<file path="src/design/eq_pkg.sv">
`default_nettype none
/* Shared widths and types for the equalizer. Coefficients are Q2.14, and the
   accumulator holds five full-scale products with headroom to spare */
package eq_pkg;

    // Data path widths
    localparam int SAMPLE_W  = 16;                  // Audio sample, two's complement
    localparam int COEF_W    = 16;                  // Filter coefficient
    localparam int COEF_FRAC = 14;                  // Q2.14 fractional bits
    localparam int PROD_W    = SAMPLE_W + COEF_W;   // Full multiplier product
    localparam int ACC_W     = 40;                  // Sum of five products

    // Q-format constants
    localparam logic signed [COEF_W-1:0] COEF_ONE = 16'sh4000;  // 1.0 in Q2.14
    localparam int ROUND_HALF = 1 << (COEF_FRAC - 1);           // Half LSB after shift

    // Output clip limits
    localparam int SAMPLE_MAX = (1 << (SAMPLE_W - 1)) - 1;     // +32767
    localparam int SAMPLE_MIN = -(1 << (SAMPLE_W - 1));        // -32768

    // Audio sample as carried between stages
    typedef logic signed [SAMPLE_W-1:0] sample_t;

    // Q2.14 coefficient, range about -2.0 .. +2.0
    typedef logic signed [COEF_W-1:0] coef_t;

    // Biquad sequencer
    typedef enum logic [1:0] {
        ST_IDLE = 2'd0,     // Waiting for trigger
        ST_MAC  = 2'd1,     // Five multiply-accumulate steps
        ST_OUT  = 2'd2      // Result valid, delay lines shift
    } mac_state_e;

endpackage

`default_nettype wire
</file>
<file path="src/design/three_band_eq.sv">
`timescale 1ns/100ps
`default_nettype none
/* Low, mid and high biquads in series on one shared chain for both channels.
   audio_out updates with sample_valid 21 clk cycles after an l_r_clk edge */
module three_band_eq #(
    // Low shelf, A terms negated
    parameter eq_pkg::coef_t LOW_B0  = 16'sh03EE,         // ~0.061
    parameter eq_pkg::coef_t LOW_B1  = 16'sh03EE,         // ~0.061
    parameter eq_pkg::coef_t LOW_B2  = 16'sh0000,
    parameter eq_pkg::coef_t LOW_A1  = 16'sh3823,         // ~0.877
    parameter eq_pkg::coef_t LOW_A2  = 16'sh0000,
    // Mid peaking, unity by default
    parameter eq_pkg::coef_t MID_B0  = eq_pkg::COEF_ONE,
    parameter eq_pkg::coef_t MID_B1  = 16'sh0000,
    parameter eq_pkg::coef_t MID_B2  = 16'sh0000,
    parameter eq_pkg::coef_t MID_A1  = 16'sh0000,
    parameter eq_pkg::coef_t MID_A2  = 16'sh0000,
    // High shelf, unity by default
    parameter eq_pkg::coef_t HIGH_B0 = eq_pkg::COEF_ONE,
    parameter eq_pkg::coef_t HIGH_B1 = 16'sh0000,
    parameter eq_pkg::coef_t HIGH_B2 = 16'sh0000,
    parameter eq_pkg::coef_t HIGH_A1 = 16'sh0000,
    parameter eq_pkg::coef_t HIGH_A2 = 16'sh0000
) (
    input  logic            clk,            // Fast system clock
    input  logic            reset,          // Active low, synchronous
    input  logic            l_r_clk,        // New sample on each edge
    input  eq_pkg::sample_t audio_in,
    output eq_pkg::sample_t audio_out,      // Equalized sample
    output logic            sample_valid    // One cycle with each new audio_out
);
    import eq_pkg::*;

    sample_t sample;            // Captured input
    logic    sample_strobe;
    sample_t low_out;
    logic    low_valid;
    sample_t mid_out;
    logic    mid_valid;
    sample_t high_out;
    logic    high_valid;

    lr_sample_capture u_capture (
        .clk           (clk),
        .reset         (reset),
        .l_r_clk       (l_r_clk),
        .audio_in      (audio_in),
        .sample        (sample),
        .sample_strobe (sample_strobe)
    );

    // Bass band, starts on each captured sample
    biquad_mac #(
        .B0 (LOW_B0),
        .B1 (LOW_B1),
        .B2 (LOW_B2),
        .A1 (LOW_A1),
        .A2 (LOW_A2)
    ) u_low (
        .clk     (clk),
        .reset   (reset),
        .trigger (sample_strobe),
        .x_in    (sample),
        .y_out   (low_out),
        .y_valid (low_valid)
    );

    // Mid band, fed by the low stage result
    biquad_mac #(
        .B0 (MID_B0),
        .B1 (MID_B1),
        .B2 (MID_B2),
        .A1 (MID_A1),
        .A2 (MID_A2)
    ) u_mid (
        .clk     (clk),
        .reset   (reset),
        .trigger (low_valid),
        .x_in    (low_out),
        .y_out   (mid_out),
        .y_valid (mid_valid)
    );

    // Treble band, last in the chain
    biquad_mac #(
        .B0 (HIGH_B0),
        .B1 (HIGH_B1),
        .B2 (HIGH_B2),
        .A1 (HIGH_A1),
        .A2 (HIGH_A2)
    ) u_high (
        .clk     (clk),
        .reset   (reset),
        .trigger (mid_valid),
        .x_in    (mid_out),
        .y_out   (high_out),
        .y_valid (high_valid)
    );

    // Output register, valid delayed to line up with the new value
    always_ff @(posedge clk) begin
        if (!reset) begin
            audio_out    <= '0;
            sample_valid <= 1'b0;
        end else begin
            sample_valid <= high_valid;
            if (high_valid) begin
                audio_out <= high_out;
            end
        end
    end

endmodule

`default_nettype wire

</file>
<file path="src/design/biquad_mac.sv">
`timescale 1ns/100ps
`default_nettype none
/* Direct Form I biquad with one shared multiplier, y_valid six cycles after trigger.
   A1 and A2 are given negated; a trigger outside ST_IDLE is dropped */
module biquad_mac #(
    parameter eq_pkg::coef_t B0 = eq_pkg::COEF_ONE,    // x[n]
    parameter eq_pkg::coef_t B1 = 16'sh0000,           // x[n-1]
    parameter eq_pkg::coef_t B2 = 16'sh0000,           // x[n-2]
    parameter eq_pkg::coef_t A1 = 16'sh0000,           // y[n-1], already negated
    parameter eq_pkg::coef_t A2 = 16'sh0000            // y[n-2], already negated
) (
    input  logic            clk,
    input  logic            reset,
    input  logic            trigger,    // One-cycle start pulse
    input  eq_pkg::sample_t x_in,       // New x[n], read with trigger
    output eq_pkg::sample_t y_out,      // Held until the next y_valid
    output logic            y_valid     // One cycle per result
);
    import eq_pkg::*;

    localparam logic [2:0] TAP_LAST = 3'd4;    // Five taps, 0..4

    mac_state_e state;
    logic [2:0] tap;                // Current coefficient/operand pair

    // Filter state
    sample_t x_cur;                 // x[n] for this run
    sample_t x_d1;                  // x[n-1]
    sample_t x_d2;                  // x[n-2]
    sample_t y_d1;                  // y[n-1]
    sample_t y_d2;                  // y[n-2]

    // Shared MAC path
    coef_t                   mul_coef;
    sample_t                 mul_op;
    logic signed [PROD_W-1:0] product;
    logic signed [ACC_W-1:0]  product_ext;
    logic signed [ACC_W-1:0]  acc;
    logic signed [ACC_W-1:0]  acc_next;
    sample_t                 y_sat;     // Rounded and clipped final sum

    // Round half up at bit 13, shift out the Q2.14 fraction, clip to 16 bits
    function automatic sample_t round_sat(input logic signed [ACC_W-1:0] sum);
        logic signed [ACC_W-1:0] rounded;
        rounded = (sum + ROUND_HALF) >>> COEF_FRAC;
        if (rounded > SAMPLE_MAX) begin
            return sample_t'(SAMPLE_MAX);
        end else if (rounded < SAMPLE_MIN) begin
            return sample_t'(SAMPLE_MIN);
        end
        return sample_t'(rounded);
    endfunction

    // Tap select, feed-forward taps first
    always_comb begin
        case (tap)
            3'd0: begin
                mul_coef = B0;
                mul_op   = x_cur;
            end
            3'd1: begin
                mul_coef = B1;
                mul_op   = x_d1;
            end
            3'd2: begin
                mul_coef = B2;
                mul_op   = x_d2;
            end
            3'd3: begin
                mul_coef = A1;
                mul_op   = y_d1;
            end
            default: begin
                mul_coef = A2;
                mul_op   = y_d2;
            end
        endcase
    end

    assign product     = mul_coef * mul_op;     // 16x16 signed
    assign product_ext = {{(ACC_W - PROD_W){product[PROD_W-1]}}, product};
    assign acc_next    = acc + product_ext;
    assign y_sat       = round_sat(acc_next);  // Only taken at the last tap

    // Sequencer, delay lines and output register
    always_ff @(posedge clk) begin
        if (!reset) begin
            state   <= ST_IDLE;
            tap     <= '0;
            y_valid <= 1'b0;
            y_out   <= '0;
            x_d1    <= '0;
            x_d2    <= '0;
            y_d1    <= '0;
            y_d2    <= '0;
        end else begin
            y_valid <= 1'b0;
            case (state)
                ST_IDLE: begin
                    if (trigger) begin
                        state <= ST_MAC;    // Load cycle
                        tap   <= '0;
                    end
                end
                ST_MAC: begin
                    if (tap == TAP_LAST) begin
                        // Last product goes straight through rounding
                        y_out   <= y_sat;
                        y_valid <= 1'b1;
                        state   <= ST_OUT;
                    end else begin
                        tap <= tap + 3'd1;
                    end
                end
                ST_OUT: begin
                    // History moves only once per result
                    x_d2  <= x_d1;
                    x_d1  <= x_cur;
                    y_d2  <= y_d1;
                    y_d1  <= y_out;
                    state <= ST_IDLE;
                end
                default: begin
                    state <= ST_IDLE;
                end
            endcase
        end
    end

    // Accumulator and input latch
    always_ff @(posedge clk) begin
        if (state == ST_IDLE && trigger) begin
            x_cur <= x_in;
            acc   <= '0;
        end else if (state == ST_MAC) begin
            acc <= acc_next;
        end
    end

    a_valid_one_cycle : assert property (
        @(posedge clk) disable iff (!reset)
        y_valid |=> !y_valid
    ) else $error("%0t: y_valid held longer than one cycle", $time);

    a_tap_range : assert property (
        @(posedge clk) disable iff (!reset)
        (state == ST_MAC) |-> (tap <= TAP_LAST)
    ) else $error("%0t: tap counter past last tap", $time);

    // Upstream must not retrigger a busy stage
    a_trigger_idle : assert property (
        @(posedge clk) disable iff (!reset)
        trigger |-> (state == ST_IDLE)
    ) else $error("%0t: trigger while biquad busy", $time);

endmodule

`default_nettype wire

</file>
<file path="src/design/lr_sample_capture.sv">
`timescale 1ns/100ps
`default_nettype none
/* Either edge of l_r_clk captures one sample. l_r_clk must sit low through reset,
   and its edges must be at least 24 clk cycles apart */
module lr_sample_capture (
    input  logic            clk,
    input  logic            reset,
    input  logic            l_r_clk,        // Asynchronous channel select
    input  eq_pkg::sample_t audio_in,       // Sampled on the detected edge
    output eq_pkg::sample_t sample,         // Held until the next strobe
    output logic            sample_strobe   // One cycle per l_r_clk edge
);

    // Minimum spacing between strobes, in clk cycles
    localparam int MIN_GAP = 24;

    logic lr_meta;      // First synchronizer stage
    logic lr_sync;      // Second synchronizer stage
    logic lr_edge;      // Level change between the two stages

    // Rising and falling edges both count
    assign lr_edge = lr_meta ^ lr_sync;

    always_ff @(posedge clk) begin
        if (!reset) begin
            lr_meta       <= 1'b0;
            lr_sync       <= 1'b0;
            sample_strobe <= 1'b0;
        end else begin
            lr_meta       <= l_r_clk;
            lr_sync       <= lr_meta;
            sample_strobe <= lr_edge;   // Registered edge pulse
        end
    end

    // Sample register loads on the same edge that raises the strobe
    always_ff @(posedge clk) begin
        if (lr_edge) begin
            sample <= audio_in;
        end
    end

    // Input rate limit, the cascade needs this much time per sample
    a_strobe_spacing : assert property (
        @(posedge clk) disable iff (!reset)
        sample_strobe |=> (!sample_strobe) [*MIN_GAP-1]
    ) else $error("%0t: l_r_clk edges closer than %0d cycles", $time, MIN_GAP);

endmodule

`default_nettype wire

</file>
<file path="config.mk">
export PLATFORM = sky130hd
export DESIGN_NAME = three_band_eq
export DESIGN_NICKNAME = d
export VERILOG_FILES = /design/src/design/eq_pkg.sv /design/src/design/three_band_eq.sv /design/src/design/biquad_mac.sv /design/src/design/lr_sample_capture.sv
export SDC_FILE = /design/constraint.sdc
export NUM_CORES = 2
export LEC_CHECK = 0
export BUFFER_PORTS_ARGS = -buffer_cell sky130_fd_sc_hd__buf_2
export CORE_MARGIN = 10
export CORE_UTILIZATION = 40
export CTS_CLUSTER_DIAMETER = 60
export CTS_CLUSTER_SIZE = 8
export DETAILED_ROUTE_END_ITERATION = 8
export PLACE_DENSITY_LB_ADDON = 0.05
export RECOVER_POWER = 25
export SYNTH_ARGS = -nofsm -noshare
export SYNTH_HDL_FRONTEND = slang
export SYNTH_SLANG_ARGS = --single-unit
</file>
<file path="constraint.sdc">
create_clock -name clk -period 9.1 [get_ports clk]
set_input_delay 0.455 -clock clk [delete_from_list [all_inputs] [get_ports clk]]
set_output_delay 0.455 -clock clk [all_outputs]
set_load 0.02 [all_outputs]
</file>
==> metrics.txt <==
endpoint arrival time on the critical path=9.30 ns; total die area=88620 um2; cell type contributing the most total cell area after synthesis=dfxtp_1; number of inserted diodes=0; violation count after the first detailed-routing iteration=1279; die span in x=297.7 um; most repeated cell in the gate-level netlist after synthesis=nand2_1; violated checks=capacitance limit, slew limit; Worst R2R End=u_low.y_out[7]; vias in the first global route=24220; WP data required=9.61 ns; R2R Setup Slk=0.31 ns; MaxCap Viol Count=1; net count after synthesis=4048; relative max-transition margin=-74.14%; hold_sp=audio_in[11]; Hold Crit Depth=1; timing-limited maximum frequency=0.1138 GHz; average routed wire per standard cell=18.00 um; initial antenna violation count=0; launch instance of the worst register-to-register path=u_low.tap[0]; fraction of registers with async set/reset=0%; Placement Setup Slack=-0.1606 ns; Top cell by count, worst path=fa_1; total track usage=18.71%; nets=4164; pins over their slew limit=45; total routed wirelength=83.59 mm; Layout Cells excl Fill=4644; FF-to-FF path depth=35; flop and latch count out of synthesis=404; start-to-end type of the worst setup path=flip-flop to flip-flop; Worst Hold Path EP=u_capture.sample[11]; maximum number of pins on one net before global-route repair=136; CTS max path bufs=3; post-synthesis to final-layout area growth=16.17%; post-synthesis cell count=3453; post-synth top area share=22.07%; setup TNS after final layout=0 ns; kind of end point of the critical path=flip-flop; # DRC=0; result of the run=finished, violations left; post-synthesis sequential area ratio=28.30%; number of buffers added by the clock tree synthesis step=70; clock root buffer=clkbuf_16; average instance area after synthesis=8.933 um2; remaining antenna violation count after routing=0; slew at the pin closest to its max-slew limit=2.612 ns; overall overflow remaining after global route=0; sort of element at the start of the critical path=flip-flop; top post-synthesis cells by count=nand2_1 (561), inv_1 (523), dfxtp_1 (340), ha_1 (321), fa_1 (255); clock net sink count=404; share of the core filled with cells=47.02%; number of warning messages in the yosys log=0; Hold WC Path Type=input pin to flip-flop; global-route wire length before repair=134.6 mm; final weighted congestion of routability-driven global placement=0.8714; maximum level of the CTS H-tree=3; setup violators final=0; beginning of the critical path=u_low.tap[0]; most area-consuming cells after synthesis=dfxtp_1 (22%), fa_1 (17%), ha_1 (13%); library cell contributing the largest single delay on the critical path=fa_1; final critical-path required period=8.790 ns; worst-skew pair later-pin latency=0.61 ns; DP Wirelength=63.54 mm; post-route clock skew=0.02514 ns; number of synthesized flops with an enable pin=64; clock tree from TritonCTS=built; mean number of vias per cell=5.079; fraction of final layout cells with drive strength greater than 1=11.76%; crit-path max cell delay=0.56 ns; final setup margin=0.3096 ns; total via count in the routed design=23590; clock-pin slew on the worst setup and hold paths=0.05 ns; initial core utilization=40.48%; top flip-flop cell by instance count after synthesis=dfxtp_1; number of distinct standard cells referenced by the synthesized netlist=86; y dimension of the die=297.7 um; number of failing hold endpoints at the final stage=0; biggest fanout along the worst timing path=12; Core Area=76200 um2; I/O pin count=36; count of filler cells inserted in the layout=7360; post-synth design cell area=30840 um2; fin crit share=96.60%; # placed instances=4493; row count=101; first drt pass iteration count=6; # port buffers=35
==> cells by family after synthesis <==
logic type,after synthesis,synth area share (%)
AO/OA/AOI/OAI,707,15.99
XOR/XNOR,107,3.038
adder cells (fa/ha/maj),576,29.57
buffers and inverters,676,8.324
flip-flops,404,28.30
multiplexers,28,0.9208
AND/OR/NAND/NOR,955,13.86
==> registers in the layout, summed over array words and instances (netlist names), 16 cells and up <==
register          flops
u_low.acc            40
u_high.acc           26
u_mid.acc            26
audio_out            16
u_capture.sample     16
u_high.x_cur         16
u_high.x_d1          16
u_high.x_d2          16
u_high.y_d1          16
u_high.y_out         16
u_low.x_cur          16
u_low.x_d1           16
u_low.x_d2           16
u_low.y_d1           16
u_low.y_d2           16
u_low.y_out          16
u_mid.x_cur          16
u_mid.x_d1           16
u_mid.x_d2           16
u_mid.y_d1           16
u_mid.y_out          16
==> metrics by stage <==
step | cell area, um2 | hold slack (ns)
2_1_floorplan | 30860 | 0.4003
3_5_place_dp | 32770 | 0.4088
3_3_place_gp | 32770 | 0.4066
5_1_grt | 35830 | 0.008735
6_report | 35830 | 0.04238
4_1_cts | 35080 | 0.0005644
==> per-layer routing <==
metal / vias to the layer above / global-route usage (%) / share of wire [%]
li1: 11650 / - / -
met1: 11450 / 24.64 / 46
met2: 366 / 31.48 / 48
met3: 117 / 2.473 / 3.1
met4: 0 / 5.795 / 2.8
met5: - / 0 / 0
==> layout by cell type, fill, tap and decap left out, types with 11 or more instances in the layout <==
cell type  count
nand2_1      555
inv_1        521
dfxtp_1      338
ha_1         310
fa_1         253
a21oi_1      179
a21boi_0     163
buf_4        138
nor2_1       128
o21ai_0       84
clkbuf_16     74
edfxtp_1      64
xnor2_1       63
nor2b_1       53
xor2_1        36
buf_2         34
a21o_1        33
a221oi_1      32
and2_1        32
nand3_1       27
clkbuf_1      27
nor3_1        25
mux2i_1       24
a22o_1        20
o221a_2       18
a222oi_1      17
o211ai_1      16
nand4_1       16
nand2b_1      15
a211oi_1      13
and3_1        11
or3_1         11
==> timing repair <==
action / 4_1_cts / 5_1_grt
resized for setup: 7 / 119
pin swaps: 2 / 66
endpoints found under the hold margin: 9 / 1
buffers inserted: 1 / 21
hold buffers: 9 / 1
cloned: 0 / 2
setup endpoints to repair: 15 / 16
==> layout make-up <==
type | instances | area (um2) | share of cell area (%)
multi-input combinational | 2373 | 20180 | 56.31
sequential | 404 | 8736 | 24.38
inverter | 523 | 1963 | 5.479
clock buffer | 97 | 1927 | 5.377
timing repair buffer | 197 | 1476 | 4.120
tap | 1030 | 1289 | 3.597
clock inverter | 20 | 264.0 | 0.7368
==> how the worst max path moves through the flow <==
stage                            to  slack (ns)  cells after the start
floorplan           u_low.y_out[10]        0.04                     33
global placement     u_low.y_out[1]       -0.11                     33
detailed placement  u_low.y_out[11]       -0.16                     33
CTS                 u_low.y_out[11]       0.004                     32
global route         u_low.y_out[7]       -0.04                     36
finish               u_low.y_out[7]        0.31                     35
==> worst max-delay path: cells and delay by family (launching register included) <==
kind | cells | cell delay, ns
adders and majority gates | 9 | 3.78
and+or+nand+nor | 10 | 1.68
buffers and inverters | 8 | 0.98
AOI/OAI and AO/OA | 6 | 1.62
muxes | 1 | 0.16
xor gates and xnor gates | 1 | 0.15
DFF | 1 | 0.35
Power is left out: the tool's default activity adds up to more than one toggle a clock period on the data nets, which glitch-free logic cannot reach.
